**config.mk**
```make
export PLATFORM = sky130hd
export DESIGN_NAME = ram_timing_fixed_flat
export DESIGN_NICKNAME = d
export VERILOG_FILES = /design/src/emu_ram_pkg.sv /design/src/burst_if.sv /design/src/ram_timing_fixed.sv /design/src/flat_wrapper.sv
export VERILOG_INCLUDE_DIRS = /design/src /design/src/src
export SDC_FILE = /design/constraint.sdc
export NUM_CORES = 1
export LEC_CHECK = 0
export BUFFER_PORTS_ARGS = -buffer_cell sky130_fd_sc_hd__buf_2
export CAP_MARGIN = 20
export CORE_UTILIZATION = 43
export DETAILED_ROUTE_END_ITERATION = 10
export GPL_TIMING_DRIVEN = 1
export PLACE_DENSITY_LB_ADDON = 0.12
export SLEW_MARGIN = 20
export SYNTH_ARGS = -nofsm -noshare
export SYNTH_HDL_FRONTEND = slang
export SYNTH_SLANG_ARGS = --single-unit
```
**constraint.sdc**
```tcl
create_clock -name clk -period 2.24 [get_ports clk]
set_input_delay 0.224 -clock clk [delete_from_list [all_inputs] [get_ports clk]]
set_output_delay 0.224 -clock clk [all_outputs]
set_load 0.01 [all_outputs]
```
**src/emu_ram_defines.svh**
```systemverilog
`ifndef EMU_RAM_DEFINES_SVH
`define EMU_RAM_DEFINES_SVH

// AXI bus widths
`define EMU_ADDR_WIDTH      32
`define EMU_ID_WIDTH        4
`define EMU_DATA_WIDTH      32

// fixed response latencies in clock cycles
`define EMU_R_DELAY         25   // AR handshake to first rvalid
`define EMU_W_DELAY         3    // last W handshake to bvalid

// backing store holds 2**EMU_MEM_WORDS_LOG2 data words
`define EMU_MEM_WORDS_LOG2  10

// delay counters must be wide enough for the larger delay
`define EMU_CNT_WIDTH       16

`endif

```
**src/emu_ram_pkg.sv**
```systemverilog
`include "emu_ram_defines.svh"

package emu_ram_pkg;

    typedef logic [`EMU_ADDR_WIDTH-1:0]     addr_t;       // byte address
    typedef logic [`EMU_ID_WIDTH-1:0]       id_t;
    typedef logic [`EMU_DATA_WIDTH-1:0]     data_t;
    typedef logic [`EMU_DATA_WIDTH/8-1:0]   strb_t;       // one bit per data byte
    typedef logic [7:0]                     len_t;        // beats minus one
    typedef logic [2:0]                     size_t;       // log2 of bytes per beat
    typedef logic [1:0]                     burst_t;
    typedef logic [`EMU_MEM_WORDS_LOG2-1:0] word_addr_t;  // index into the store

    // AXI burst type encodings
    localparam burst_t BURST_FIXED = 2'd0;
    localparam burst_t BURST_INCR  = 2'd1;
    localparam burst_t BURST_WRAP  = 2'd2;

endpackage

```
**src/burst_if.sv**
```systemverilog
`timescale 1ns/1ps

interface burst_if import emu_ram_pkg::*; ();

    logic   start;      // address handshake of this direction
    logic   step;       // data beat handshake
    addr_t  addr;       // request fields, valid while start is high
    len_t   len;
    size_t  size;
    burst_t burst;
    addr_t  beat_addr;  // address of the beat currently on the data channel

    // the timing model drives the strobes and request fields
    modport tm (
        output start,
        output step,
        output addr,
        output len,
        output size,
        output burst
    );

    // the address generator follows them and returns the beat address
    modport gen (
        input  start,
        input  step,
        input  addr,
        input  len,
        input  size,
        input  burst,
        output beat_addr
    );

endinterface

```
**src/ram_timing_fixed.sv**
```systemverilog
`timescale 1ns/1ps
`include "emu_ram_defines.svh"

module ram_timing_fixed import emu_ram_pkg::*; (
    input  logic    clk,
    input  logic    rst,

    input  logic    arvalid,
    output logic    arready,
    input  id_t     arid,
    input  len_t    arlen,
    input  addr_t   araddr,
    input  size_t   arsize,
    input  burst_t  arburst,

    input  logic    awvalid,
    output logic    awready,
    input  id_t     awid,
    input  len_t    awlen,
    input  addr_t   awaddr,
    input  size_t   awsize,
    input  burst_t  awburst,

    input  logic    wvalid,
    output logic    wready,
    input  logic    wlast,

    output logic    bvalid,
    input  logic    bready,
    output id_t     bid,

    output logic    rvalid,
    input  logic    rready,
    output id_t     rid,
    output logic    rlast,

    burst_if.tm     rd,
    burst_if.tm     wr
);

    localparam logic [`EMU_CNT_WIDTH-1:0] R_DELAY = `EMU_CNT_WIDTH'(`EMU_R_DELAY);
    localparam logic [`EMU_CNT_WIDTH-1:0] W_DELAY = `EMU_CNT_WIDTH'(`EMU_W_DELAY);

    logic                       rd_open;    // read accepted, beats outstanding
    logic                       aw_open;    // write address accepted, B not yet taken
    logic                       w_done;     // last W beat seen
    logic [`EMU_CNT_WIDTH-1:0]  rcnt;
    logic [`EMU_CNT_WIDTH-1:0]  wcnt;
    len_t                       rlen;       // read beats left after the current one
    len_t                       wlen;       // write beats left after the current one
    id_t                        rid_q;
    id_t                        bid_q;

    logic ar_hs;
    logic aw_hs;
    logic w_hs;
    logic r_hs;
    logic b_hs;

    assign ar_hs = arvalid && arready;
    assign aw_hs = awvalid && awready;
    assign w_hs  = wvalid && wready;
    assign r_hs  = rvalid && rready;
    assign b_hs  = bvalid && bready;

    always_ff @(posedge clk) begin
        if (rst) begin
            rd_open <= 1'b0;
        end else if (ar_hs) begin
            rd_open <= 1'b1;
        end else if (r_hs && rlast) begin
            rd_open <= 1'b0;
        end
    end

    always_ff @(posedge clk) begin
        if (rst) begin
            aw_open <= 1'b0;
            w_done  <= 1'b0;
        end else begin
            if (aw_hs) begin
                aw_open <= 1'b1;
            end else if (b_hs) begin
                aw_open <= 1'b0;
            end
            if (w_hs && wlast) begin
                w_done <= 1'b1;
            end else if (b_hs) begin
                w_done <= 1'b0;
            end
        end
    end

    always_ff @(posedge clk) begin
        if (rst) begin
            rcnt <= '0;
            wcnt <= '0;
        end else begin
            if (ar_hs) begin
                rcnt <= R_DELAY;
            end else if (rcnt != '0) begin
                rcnt <= rcnt - 1'b1;
            end
            if (w_hs && wlast) begin
                wcnt <= W_DELAY;
            end else if (wcnt != '0) begin
                wcnt <= wcnt - 1'b1;
            end
        end
    end

    always_ff @(posedge clk) begin
        if (rst) begin
            rlen <= '0;
            wlen <= '0;
        end else begin
            if (ar_hs) begin
                rlen <= arlen;
            end else if (r_hs) begin
                rlen <= rlen - 1'b1;
            end
            if (aw_hs) begin
                wlen <= awlen;
            end else if (w_hs) begin
                wlen <= wlen - 1'b1;
            end
        end
    end

    always_ff @(posedge clk) begin
        if (ar_hs) begin
            rid_q <= arid;
        end
        if (aw_hs) begin
            bid_q <= awid;
        end
    end

    assign arready = !rd_open;
    assign awready = !aw_open;
    assign wready  = aw_open && !w_done;   // closes after wlast until the B handshake

    assign rvalid  = rd_open && rcnt == '0;
    assign rlast   = rlen == '0;
    assign rid     = rid_q;

    assign bvalid  = w_done && wcnt == '0;
    assign bid     = bid_q;

    assign rd.start = ar_hs;
    assign rd.step  = r_hs;
    assign rd.addr  = araddr;
    assign rd.len   = arlen;
    assign rd.size  = arsize;
    assign rd.burst = arburst;

    assign wr.start = aw_hs;
    assign wr.step  = w_hs;
    assign wr.addr  = awaddr;
    assign wr.len   = awlen;
    assign wr.size  = awsize;
    assign wr.burst = awburst;

    // a stalled read beat must stay on the bus unchanged
    a_r_hold: assert property (@(posedge clk) disable iff (rst)
        rvalid && !rready |=> rvalid && $stable(rid) && $stable(rlast));

    // the master must mark exactly beat awlen as the last one
    a_wlast_beat: assert property (@(posedge clk) disable iff (rst)
        w_hs |-> wlast == (wlen == '0));

endmodule

```
**src/flat_wrapper.sv**
```systemverilog
// flat-port wrapper written by rule: the top's interface ports become plain ports
module ram_timing_fixed_flat import emu_ram_pkg::*;
  (clk, rst, arvalid, arready, arid, arlen, araddr, arsize, arburst, awvalid, awready, awid, awlen, awaddr, awsize, awburst, wvalid, wready, wlast, bvalid, bready, bid, rvalid, rready, rid, rlast, rd_start, rd_step, rd_addr, rd_len, rd_size, rd_burst, wr_start, wr_step, wr_addr, wr_len, wr_size, wr_burst);
  burst_if rd_i ();
  burst_if wr_i ();
  input  logic clk;
  input  logic rst;
  input  logic arvalid;
  output logic arready;
  input  id_t arid;
  input  len_t arlen;
  input  addr_t araddr;
  input  size_t arsize;
  input  burst_t arburst;
  input  logic awvalid;
  output logic awready;
  input  id_t awid;
  input  len_t awlen;
  input  addr_t awaddr;
  input  size_t awsize;
  input  burst_t awburst;
  input  logic wvalid;
  output logic wready;
  input  logic wlast;
  output logic bvalid;
  input  logic bready;
  output id_t bid;
  output logic rvalid;
  input  logic rready;
  output id_t rid;
  output logic rlast;
  output wire logic [$bits(rd_i.start)-1:0] rd_start;
  output wire logic [$bits(rd_i.step)-1:0] rd_step;
  output wire logic [$bits(rd_i.addr)-1:0] rd_addr;
  output wire logic [$bits(rd_i.len)-1:0] rd_len;
  output wire logic [$bits(rd_i.size)-1:0] rd_size;
  output wire logic [$bits(rd_i.burst)-1:0] rd_burst;
  output wire logic [$bits(wr_i.start)-1:0] wr_start;
  output wire logic [$bits(wr_i.step)-1:0] wr_step;
  output wire logic [$bits(wr_i.addr)-1:0] wr_addr;
  output wire logic [$bits(wr_i.len)-1:0] wr_len;
  output wire logic [$bits(wr_i.size)-1:0] wr_size;
  output wire logic [$bits(wr_i.burst)-1:0] wr_burst;
  assign rd_start = rd_i.start;
  assign rd_step = rd_i.step;
  assign rd_addr = rd_i.addr;
  assign rd_len = rd_i.len;
  assign rd_size = rd_i.size;
  assign rd_burst = rd_i.burst;
  assign wr_start = wr_i.start;
  assign wr_step = wr_i.step;
  assign wr_addr = wr_i.addr;
  assign wr_len = wr_i.len;
  assign wr_size = wr_i.size;
  assign wr_burst = wr_i.burst;
  ram_timing_fixed u_core (.clk(clk), .rst(rst), .arvalid(arvalid), .arready(arready), .arid(arid), .arlen(arlen), .araddr(araddr), .arsize(arsize), .arburst(arburst), .awvalid(awvalid), .awready(awready), .awid(awid), .awlen(awlen), .awaddr(awaddr), .awsize(awsize), .awburst(awburst), .wvalid(wvalid), .wready(wready), .wlast(wlast), .bvalid(bvalid), .bready(bready), .bid(bid), .rvalid(rvalid), .rready(rready), .rid(rid), .rlast(rlast), .rd(rd_i), .wr(wr_i));
endmodule
```
==> impl_results.md, run 1 <==
- Cell-internal power: 2.61 mW
- Proportion of power drawn by combinational gates: 0.515
- Clock network latency to the later pin of the worst-skew pair: 0.32 ns
- Clk pwr share: 0.161
- Static Leak: approximately 1.2 nW
- Critical path launch point type: flop
- Vias in the first global route: between 2000 and 2500
- Max Fclk: about 480 MHz
- CP Class: reg -> out
- Die height: 89.3 um
- CTS sink cnt: a little over 50
- Routed WL: just under 7000 um
- CTS clk-pin slew, worst paths: approximately 0.11 ns
- FF-to-FF setup slack: 0.19 ns
- Final antenna-violating net count: 0
- Async set-or-reset flop fraction in the synthesized netlist: 0
- Maximum vdd ir drop: about 0.00069 V
- Average routed wire per standard cell: 15.7 um
- Synthesized area: 3280 um2
- Setup Skew: 0.0163 ns
- Worst path required time: between 2 and 2.5 ns
- Setup repair after global routing missed its margin: false
- Highest-delay cell along the critical path: sky130_fd_sc_hd__or4_1
- Iteration-0 DRC Markers: between 90 and 100
- Crit-path cells: or4_1 > nor4_1 > buf_2
- # hold bufs at CTS: 0
- Weighted congestion at the end of routability-driven global placement: 0.827
- Final Hold Fails: 0
- Clock tree from TritonCTS: built
- Clock buffers created by TritonCTS: 5
- Most used DFF post-synth: sky130_fd_sc_hd__dfxtp_1
- Number of iterations in the first detailed-routing pass: 4
- Most common cell after layout, fill and taps aside: sky130_fd_sc_hd__buf_2
- Count of flip-flops with a built-in enable after synthesis: 8
- Buffer levels on the longest clock path: 2
- Final TNS setup: 0 ns
- Max-slew violation count: 0
- Placeable core region: 7290 um2
- Average footprint of a synthesized cell: between 8 and 9 um2
- Max_slew headroom: 0.653
- Area taken by multi-input logic gates: 1410 um2
- Post-detailed-placement half-perimeter wirelength: 5200 um
- Outcome: completed
- Antenna violations before repair: 0
- Worst hold path type: in -> reg
- Global-route wire length before repair: roughly 11000 um
- Shortest clock period the worst path allows after layout: between 2 and 2.5 ns
- Proportion of layout cells with a drive suffix above 1: 0.243
- Diodes inserted: 0
- MaxCap Viol Count: 0
- Reg power frac: 0.324
- Most used cells in the layout excluding fill and tap cells: 49 x sky130_fd_sc_hd__buf_2, 43 x sky130_fd_sc_hd__dfxtp_1, 28 x sky130_fd_sc_hd__nor2_1
- Crit share post-route: 0.930
- Effective utilization at floorplan: 0.449
- Net Sw Frac: 0.423
- Synthesis warning total: 0
- Critical path data arrival time: 1.86 ns
- Post-layout nets: 450
- Crit. End Element: output pin
- Area added between synthesis and finish: -3.97%
- Sequential cell area: 1100 um2
- Width of the die: 89.3 um
- Count of distinct cell types in the synthesized netlist: 57
- Largest driver fanout on the critical path: 5
- Sw power: 1.91 mW
- Number of design rule violations left after detail routing: 0
- Seq/Total Area, Yosys: 0.336
- Power per Cell Area: 1440 nW/um2
- Seq cells post-synth: 51
- Buffers plus inverters on the worst setup path: 1
- Total power of the final layout: 4.53 mW
- Vias per cell: around 5.5
- GRT Total Usage: 0.175
- CP delay by family, top: simple AND/OR/NAND/NOR gates
- Highest cell delay on the worst timing path: ~0.56 ns
- Largest net degree at the start of global routing: 25
- Via total after detailed routing: roughly 2400
- Gate count of the mapped netlist: about 380
- Number of primary I/O pins: 214
- Congestion Overflow GR: 0
- Count of fill cells added during filler insertion: 761
- Syn_nets: 484
- Final setup viols: 0
- Overall die area: 7970 um2
- Port bufs: 49
- # H-tree levels: 2
- Floorplan row count: 31
- Clock root cell: sky130_fd_sc_hd__clkbuf_8
- Transition time of the tightest slew-check pin: 0.516 ns
cell families after synthesis:
group / count (synthesis) / synth area share
xor+xnor: 8 / 0.0214
flops: 51 / 0.336
mux: 2 / 0.00611
buf+inv: 116 / 0.236
simple gates: 133 / 0.254
fa+ha+maj: 3 / 0.0115
compound gates: 62 / 0.136
metrics by stage:
step | hold slack, ns | instance area (um2) | setup WS [ns] | utilization | cells
after CTS | 0.0673 | 3140 | 0.123 | 0.431 | 441
after global routing | 0.0660 | 3150 | 0.00363 | 0.432 | 441
after global placement | 0.402 | 3000 | 0.256 | 0.411 | 432
final | 0.0737 | 3150 | 0.157 | 0.432 | 441
after detailed placement | 0.403 | 3000 | 0.227 | 0.411 | 432
after floorplan | 0.323 | 3280 | 0.284 | - | 375
flip-flops by register name, summed over array words and instances, names as in the netlist:
name and count:
u_core.aw_open 1, u_core.bid 4, u_core.rcnt 16, u_core.rd_open 1
u_core.rid 4, u_core.rlen 8, u_core.w_done 1, u_core.wcnt 16
layer usage:
metal,share of wire,vias to the layer above,global-route usage
met5,0,-,0
met4,0.032,0,0.0707
met3,0.065,28,0.0452
met2,0.46,88,0.294
met1,0.44,1114,0.213
li1,-,1190,-
worst paths after layout:
kind                    from              end  cells past startpoint
max           u_core.rlen[2]            rlast                      3
min                  awid[1]    u_core.bid[1]                      1
max reg2reg   u_core.wcnt[0]   u_core.wcnt[6]                      8
min reg2reg  u_core.wcnt[15]  u_core.wcnt[15]                      2
worst register-to-register path, delay by kind of cell (launching register included):
| family | cells | cell delay [ns] |
|---|---|---|
| AO/OA/AOI/OAI | 1 | 0.17 |
| AND/OR/NAND/NOR | 3 | 0.77 |
| adder cells (fa/ha/maj) | 1 | 0.29 |
| buffers and inverters | 3 | 0.36 |
| flip-flops | 1 | 0.40 |
final cells by class:
type                       count  area share
sequential                    51       0.350
clock inverter                 2      0.0119
timing repair buffer          58      0.0994
multi-input combinational    208       0.449
tap                           99      0.0394
clock buffer                   6      0.0298
inverter                      17      0.0203
cells in the mapped netlist, types with 3 or more instances:
library cell / n / area (um2)
sky130_fd_sc_hd__a211o_1: 3 / 26.3
sky130_fd_sc_hd__a211oi_1: 5 / 37.5
sky130_fd_sc_hd__a21oi_1: 18 / 90.1
sky130_fd_sc_hd__a311oi_1: 6 / 52.6
sky130_fd_sc_hd__a31oi_1: 3 / 18.8
sky130_fd_sc_hd__and2_1: 4 / 25.0
sky130_fd_sc_hd__and4_1: 4 / 35.0
sky130_fd_sc_hd__buf_4: 90 / 676
sky130_fd_sc_hd__clkbuf_1: 9 / 33.8
sky130_fd_sc_hd__dfxtp_1: 43 / 861
sky130_fd_sc_hd__edfxtp_1: 8 / 240
sky130_fd_sc_hd__ha_1: 3 / 37.5
sky130_fd_sc_hd__inv_1: 16 / 60.1
sky130_fd_sc_hd__nand2_1: 14 / 52.6
sky130_fd_sc_hd__nand2b_1: 8 / 50.1
sky130_fd_sc_hd__nand3_1: 5 / 25.0
sky130_fd_sc_hd__nand4_1: 5 / 31.3
sky130_fd_sc_hd__nor2_1: 28 / 105
sky130_fd_sc_hd__nor3_1: 11 / 55.1
sky130_fd_sc_hd__nor4_1: 8 / 50.1
sky130_fd_sc_hd__nor4_4: 3 / 63.8
sky130_fd_sc_hd__o21ai_0: 3 / 15.0
sky130_fd_sc_hd__o31ai_1: 7 / 52.6
sky130_fd_sc_hd__or2_2: 3 / 18.8
sky130_fd_sc_hd__or3_1: 9 / 56.3
sky130_fd_sc_hd__or4_1: 10 / 75.1
sky130_fd_sc_hd__xnor2_1: 7 / 61.3
power by group through the flow:
stage	clock (mW)	combinational, mW	sequential (mW)
finish	0.728	2.33	1.47
global route	0.783	2.61	1.51
CTS	0.753	2.34	1.46
detailed placement	0	2.29	1.48
global placement	0	2.29	1.47
floorplan	0	1.85	1.42
what timing repair did:
item	in CTS	in global routing
resized for setup	1	1
setup buffers	1	0
pin swaps	1	1
endpoints found under the setup margin	2	2
Power figures use the tool's default switching activity.
==> run 2: changes to the inputs <==
ABC_AREA = 1   (was not set)
HOLD_SLACK_MARGIN = 0.02   (was not set)
==> impl_results.md, run 2 <==
- Minimum setup slack after placement: 0.628 ns (+0.402 ns)
- Worst reg2reg endpoint: u_core.aw_open
- Top cell types by occurrence after synthesis: 91 x sky130_fd_sc_hd__buf_4, 80 x sky130_fd_sc_hd__nand2_1, 75 x sky130_fd_sc_hd__nor2_1, 43 x sky130_fd_sc_hd__dfxtp_1, 32 x sky130_fd_sc_hd__inv_1
- Post-cts gate resize count: 0 (-1)
- GRT Total Usage: 0.153 (-0.0219)
- Floorplan row count: 32 (+3.2%)
- Finished Layout Cells: 523 (+19%)
- Most used cells in the layout excluding fill and tap cells: 80 x sky130_fd_sc_hd__nand2_1, 75 x sky130_fd_sc_hd__nor2_1, 49 x sky130_fd_sc_hd__buf_2
- Post-synthesis share of cell area spent on xor and xnor gates: 0.0540 (+0.0327)
- Proportion of netlist area held by the largest area contributor: 0.253 (-0.00975)
- Largest driver fanout on the critical path: 6 (+1)
- Reg-to-reg critical path startpoint: u_core.wcnt[0]
- CP delay by family, top: simple AND/OR/NAND/NOR gates
- Most common cell after layout, fill and taps aside: sky130_fd_sc_hd__nand2_1
- Clock buffers created by TritonCTS: 5 (unchanged)
- Static Leak: 1.51 nW (+24%)
- Count of fill cells added during filler insertion: 833 (+9.5%)
- Average footprint of a synthesized cell: 7.41 um2 (-15%)
- Diodes inserted: 0 (unchanged)
- Instance count on the critical path: 7 (+4)
- Instance count along the most critical hold path: 1 (unchanged)
- Final antenna-violating net count: 0 (unchanged)
- Async set-or-reset flop fraction in the synthesized netlist: 0 (unchanged)
- Final critical-path setup slack: 0.278 ns (+0.120 ns)
- Highest cell delay on the worst timing path: 0.35 ns (-0.21 ns)
- CP Class: reg -> out
- Crit-path cells: inv_1 > ha_1 > nand2_2 > nor2_4 > nand3b_4 > nor2_1 > buf_2
- Clock root cell: sky130_fd_sc_hd__clkbuf_8
- Dominant cell by count in the synthesized netlist: sky130_fd_sc_hd__buf_4
- Highest-delay cell along the critical path: sky130_fd_sc_hd__dfxtp_1
- Final Hold Fails: 0 (unchanged)
- Leading cell types by total area after synthesis: sky130_fd_sc_hd__dfxtp_1 25%, sky130_fd_sc_hd__buf_4 20%, sky130_fd_sc_hd__nand2_1 8.8%, sky130_fd_sc_hd__nor2_1 8.3%, sky130_fd_sc_hd__edfxtp_1 7.1%
- MaxCap Viol Count: 0 (unchanged)
- Iteration-0 DRC Markers: 68 (-25%)
- Routed WL: 6340 um (-8.4%)
- CTS clk-pin slew, worst paths: 0.11 ns (about the same)
- Share of the synthesized area in compound gates (AO/OA/AOI/OAI): 0.0382 (-0.0973)
- Average routed wire per standard cell: 12.1 um (-23%)
- Final setup viols: 0 (unchanged)
- Post-CTS Setup Inserts: 0 (-1)
- Hold Worst Slack: 0.0758 ns (+0.00216 ns)
- Effective utilization at floorplan: 0.443 (-0.00667)
- Maximum vdd ir drop: 0.000563 V (-19%)
- # hold bufs at CTS: 0 (unchanged)
- Largest net degree at the start of global routing: 19 (-24%)
- Synth area leader: sky130_fd_sc_hd__dfxtp_1
- Port bufs: 49 (unchanged)
- Final non-filler cell area: 3150 um2 (+0.12%)
- Power per Cell Area: 1300 nW/um2 (-9.4%)
- Final TNS setup: 0 ns (unchanged)
- Overall die area: 8270 um2 (+3.8%)
- Gate count of the mapped netlist: 459 (+22%)
- Number of design rule violations left after detail routing: 0 (unchanged)
- Transition time of the tightest slew-check pin: 0.454 ns (-0.0628 ns)
- Total cell area at the placement stage: 3060 um2 (+2.0%)
- Antenna violations before repair: 0 (unchanged)
- Congestion Overflow GR: 0 (unchanged)
- Width of the die: 91.0 um (+1.9%)
- Setup Skew: 0.0100 ns (-0.00622 ns)
- Critical path launch point type: flop
- Vias per cell: 4.66 (-15%)
- Worst reg-to-reg path cell count: 9 (+1)
- Area added between synthesis and finish: -7.43%
- Area share of and/or/nand/nor cells after synthesis: 0.314 (+0.0608)
- Post-detailed-placement half-perimeter wirelength: 4820 um (-7.2%)
- Die height: 91.0 um (+1.9%)
- Max Fclk: 510 MHz (+6.1%)
- Global-route wire length before repair: 10200 um (-5.4%)
- Vias in the first global route: 2231 (-0.31%)
- Count of flip-flops with a built-in enable after synthesis: 8 (unchanged)
- Max-slew violation count: 0 (unchanged)
- Shortest clock period the worst path allows after layout: 1.96 ns (-0.120 ns)
- Seq cells post-synth: 51 (unchanged)
- Setup repair after global routing missed its margin: false
- Placeable core region: 7690 um2 (+5.4%)
- Number of iterations in the first detailed-routing pass: 4 (unchanged)
- Number of primary I/O pins: 214 (unchanged)
- Buffer levels on the longest clock path: 2 (unchanged)
- Critical path data arrival time: 1.74 ns (-0.12 ns)
- Most used DFF post-synth: sky130_fd_sc_hd__dfxtp_1
- Worst hold path type: in -> reg
- Proportion of layout cells with a drive suffix above 1: 0.233 (-0.00991)
- Hold Path Sink: u_core.bid[3]
- Number of placed cells counting well taps: 515 (+19%)
- # H-tree levels: 2 (unchanged)
- Via total after detailed routing: 2439 (+0.79%)
- Area taken by multi-input logic gates: 1430 um2 (+1.2%)
- CTS sink cnt: 51 (unchanged)
- Seq/Total Area, Yosys: 0.324 (-0.0125)
- FF-to-FF setup slack: 0.65 ns (+0.46 ns)
- Sequential cell area: 1100 um2 (unchanged)
- Synthesized area: 3400 um2 (+3.9%)
- Clock tree from TritonCTS: built
- Buffers plus inverters on the worst setup path: 2 (+1)
- Crit share post-route: 0.876 (-0.0538)
- Weighted congestion at the end of routability-driven global placement: 0.812 (-1.8%)
- Worst hold path startpoint: awid[3]
- Synthesis warning total: 0 (unchanged)
- Count of distinct cell types in the synthesized netlist: 41 (-28%)
- Leading registers by flop count: u_core.rcnt: 16 flops, u_core.wcnt: 16 flops, u_core.rlen: 8 flops
- Syn_nets: 568 (+17%)
- Post-synthesis share of cell area spent on full adders, half adders and majority gates: 0.0110 (-0.000425)
- Post-layout nets: 529 (+18%)
- Clock network latency to the later pin of the worst-skew pair: 0.31 ns (about the same)
- Share of synthesized area spent on multiplexers: 0.00294 (-0.00317)
- Crit. End Element: output pin
- Outcome: completed
- Worst path required time: 2.02 ns (about the same)
- Combinational family with the most area after synthesis: simple AND/OR/NAND/NOR gates
- Max_slew headroom: 0.697 (+0.0443)
[run 2: changes by cell type in the layout (fill, tap and decap cells not counted), sizes merged, moves of 9 or more]
| cell | previous run | this run |
|---|---|---|
| or3 | 9 | 0 |
| or4 | 10 | 0 |
| nand3 | 5 | 19 |
| nand2 | 15 | 92 |
| nor4 | 13 | 0 |
| inv | 17 | 37 |
| nor2 | 29 | 91 |
[run 2: report_power, final]
part | switching (mW) | internal [mW] | leakage, nW
clock network | 0.335 | 0.230 | 0.0491
logic | 1.35 | 0.847 | 1.03
registers | 0.190 | 1.15 | 0.430
total | 1.87 | 2.23 | 1.51
[run 2: worst max path at each step]
stage,slack (ns),startpoint,end
detailed placement,0.63,u_core.wcnt[0],bvalid
global route,0.17,u_core.wcnt[0],bvalid
global placement,0.69,u_core.wcnt[0],bvalid
finish,0.28,u_core.wcnt[0],bvalid
CTS,0.26,u_core.wcnt[0],bvalid
floorplan,0.82,u_core.wcnt[0],bvalid
[run 2: logic make-up after synthesis]
kind of cell	Yosys count
adder cells (fa/ha/maj)	3
XOR/XNOR	21
AND/OR/NAND/NOR	226
multiplexers	1
flip-flops	51
AO/OA/AOI/OAI	24
buffers and inverters	133
[run 2: stage by stage]
stage	power [mW]	utilization
2_1_floorplan	3.32	-
3_3_place_gp	3.59	0.397
3_5_place_dp	3.56	0.397
4_1_cts	4.16	0.410
5_1_grt	4.51	0.410
6_report	4.11	0.410
[run 2: routing by layer]
metal,GRT usage,up-vias,wire length (um)
li1,-,1270,-
met1,0.186,1056,2960
met2,0.242,74,2740
met3,0.0377,39,365
met4,0.0939,0,275
met5,0,-,0
[run 2: layout make-up]
cell class,instances,area share
multi-input cells,275,0.454
flip-flops and latches,51,0.349
well taps,102,0.0405
repair buffers,50,0.0802
clock buffers,5,0.0218
inverters,37,0.0453
clock inverters,3,0.00834
==> run 3: changes to the inputs <==
--- a/config.mk
+++ b/config.mk
@@ -16,3 +16,3 @@
 export PLACE_DENSITY_LB_ADDON = 0.12
-export SLEW_MARGIN = 20
+export SLEW_MARGIN = 10
 export SYNTH_ARGS = -nofsm -noshare
==> constraint.sdc (replaced) <==
create_clock -name clk -period 2.24 [get_ports clk]
set_input_delay 0.112 -clock clk [delete_from_list [all_inputs] [get_ports clk]]
set_output_delay 0.112 -clock clk [all_outputs]
set_load 0.01 [all_outputs]
==> impl_results.md, run 3 (same netlist as run 2, synthesis figures left out) <==
- Outcome: completed
- Post-cts gate resize count: 0 (unchanged)
- Clock root cell: sky130_fd_sc_hd__clkbuf_8
- Diodes inserted: 0 (unchanged)
- Vias in the first global route: 2237 (+0.27%)
- Max-slew violation count: 0 (unchanged)
- Max Fclk: 545 MHz (+7.0%)
- Final TNS setup: 0 ns (unchanged)
- Routed WL: 6430 um (+1.5%)
- Count of fill cells added during filler insertion: 816 (-2.0%)
- Weighted congestion at the end of routability-driven global placement: 0.841 (+3.6%)
- Reg-to-reg critical path startpoint: u_core.wcnt[0]
- Highest cell delay on the worst timing path: 0.34 ns (about the same)
- Transition time of the tightest slew-check pin: 0.490 ns (+0.0361 ns)
- CTS clk-pin slew, worst paths: 0.10 ns (about the same)
- Clock tree from TritonCTS: built
- Effective utilization at floorplan: 0.443 (unchanged)
- Buffer levels on the longest clock path: 2 (unchanged)
- GRT Total Usage: 0.157 (+0.00447)
- CTS sink cnt: 51 (unchanged)
- Finished Layout Cells: 531 (+1.5%)
- Start point of the critical path: u_core.wcnt[0]
- Post-layout nets: 538 (+1.7%)
- FF-to-FF setup slack: 0.70 ns (+0.05 ns)
- Static Leak: 1.55 nW (+2.7%)
- Setup Skew: 0.0158 ns (+0.00573 ns)
- Floorplan row count: 32 (unchanged)
- Shortest clock period the worst path allows after layout: 1.83 ns (-0.128 ns)
- Area taken by multi-input logic gates: 1430 um2 (unchanged)
- Crit. End Element: output pin
- Number of iterations in the first detailed-routing pass: 4 (unchanged)
- Clock buffers created by TritonCTS: 5 (unchanged)
- Proportion of layout cells with a drive suffix above 1: 0.226 (-0.00667)
- Congestion Overflow GR: 0 (unchanged)
- Number of design rule violations left after detail routing: 0 (unchanged)
- Largest driver fanout on the critical path: 6 (unchanged)
- Power per Cell Area: 1290 nW/um2 (-1.4%)
- Width of the die: 91.0 um (unchanged)
- Worst reg-to-reg path cell count: 9 (unchanged)
- Area added between synthesis and finish: -4.63%
- Post-detailed-placement half-perimeter wirelength: 4920 um (+2.1%)
- Overall die area: 8270 um2 (unchanged)
- Most used cells in the layout excluding fill and tap cells: 80 x sky130_fd_sc_hd__nand2_1, 75 x sky130_fd_sc_hd__nor2_1, 49 x sky130_fd_sc_hd__buf_2
- Number of primary I/O pins: 214 (unchanged)
- Final antenna-violating net count: 0 (unchanged)
- Worst reg2reg endpoint: u_core.aw_open
- Largest net degree at the start of global routing: 16 (-3)
- Placeable core region: 7690 um2 (unchanged)
- # H-tree levels: 2 (unchanged)
- Max_slew headroom: 0.673 (-0.0241)
- Worst path required time: 2.13 ns (+0.11 ns)
- Die height: 91.0 um (unchanged)
- Via total after detailed routing: 2474 (+1.4%)
- Port bufs: 49 (unchanged)
- Critical path data arrival time: 1.72 ns (-0.02 ns)
- Setup repair after global routing missed its margin: false
- Crit share post-route: 0.819 (-0.0570)
- Post-CTS Setup Inserts: 0 (unchanged)
- Critical path launch point type: flop
- Clock network latency to the later pin of the worst-skew pair: 0.30 ns (about the same)
- Average routed wire per standard cell: 12.1 um (about the same)
- Worst hold path type: in -> reg
- Sequential cell area: 1100 um2 (unchanged)
- End point of the critical path: bvalid
- MaxCap Viol Count: 0 (unchanged)
- Crit-path cells: inv_1 > ha_1 > nand2_2 > nor2_4 > nand3b_4 > nor2_1 > buf_2
- Number of placed cells counting well taps: 516 (+0.19%)
- CP Class: reg -> out
- Iteration-0 DRC Markers: 95 (+40%)
- # hold bufs at CTS: 8 (+8)
- Maximum vdd ir drop: 0.000563 V (about the same)
- Global-route wire length before repair: 10500 um (+2.4%)
- Most common cell after layout, fill and taps aside: sky130_fd_sc_hd__nand2_1
- Final Hold Fails: 0 (unchanged)
- Vias per cell: 4.66 (about the same)
- Leading registers by flop count: u_core.rcnt: 16 flops, u_core.wcnt: 16 flops, u_core.rlen: 8 flops
- Highest-delay cell along the critical path: sky130_fd_sc_hd__dfxtp_1
- Antenna violations before repair: 0 (unchanged)
- Final setup viols: 0 (unchanged)
[run 3: cell type report]
type	count	share of cell area
multi-input combinational	275	0.441
tap	102	0.0393
timing repair buffer	59	0.105
sequential	51	0.339
inverter	37	0.0439
clock buffer	6	0.0224
clock inverter	1	0.00925
[run 3: stage by stage]
step	hold slack (ns)	area [um2]	setup WS [ns]	power [mW]	utilization
2_1_floorplan	0.211	3400	0.844	3.32	-
5_1_grt	0.0952	3250	0.238	4.57	0.422
6_report	0.105	3250	0.406	4.17	0.422
3_5_place_dp	0.224	3060	0.691	3.57	0.398
3_3_place_gp	0.224	3060	0.689	3.58	0.398
4_1_cts	0.0994	3250	0.370	4.23	0.422
[run 3: how the worst min path moves through the flow]
stage / from / to / slack (ns) / cells after the start
finish: rst / u_core.rd_open / 0.10 / 2
global route: rst / u_core.rd_open / 0.1 / 2
CTS: rst / u_core.rd_open / 0.1 / 2
detailed placement: araddr[30] / rd_addr[30] / 0.22 / 0
global placement: araddr[30] / rd_addr[30] / 0.22 / 0
floorplan: awid[0] / u_core.bid[0] / 0.21 / 0
[run 3: power by group]
part           total [mW]  internal, mW  leakage (nW)  switching, mW
Clock               0.627         0.328        0.0513          0.299
Combinational        2.20         0.858          1.07           1.34
Sequential           1.34          1.15         0.430          0.189
[run 3: critical path, delay by kind of cell (launching register included)]
family        cells  cell delay, ns
flops             1            0.34
simple gates      4            0.59
buf+inv           2            0.24
fa+ha+maj         1            0.24
[run 3: layer usage]
layer | wire length [um] | global-route usage | vias to the layer above
met5 | 0 | 0 | -
met4 | 249 | 0.0780 | 0
met3 | 347 | 0.0427 | 38
met2 | 2800 | 0.247 | 63
met1 | 3040 | 0.199 | 1095
li1 | - | - | 1278
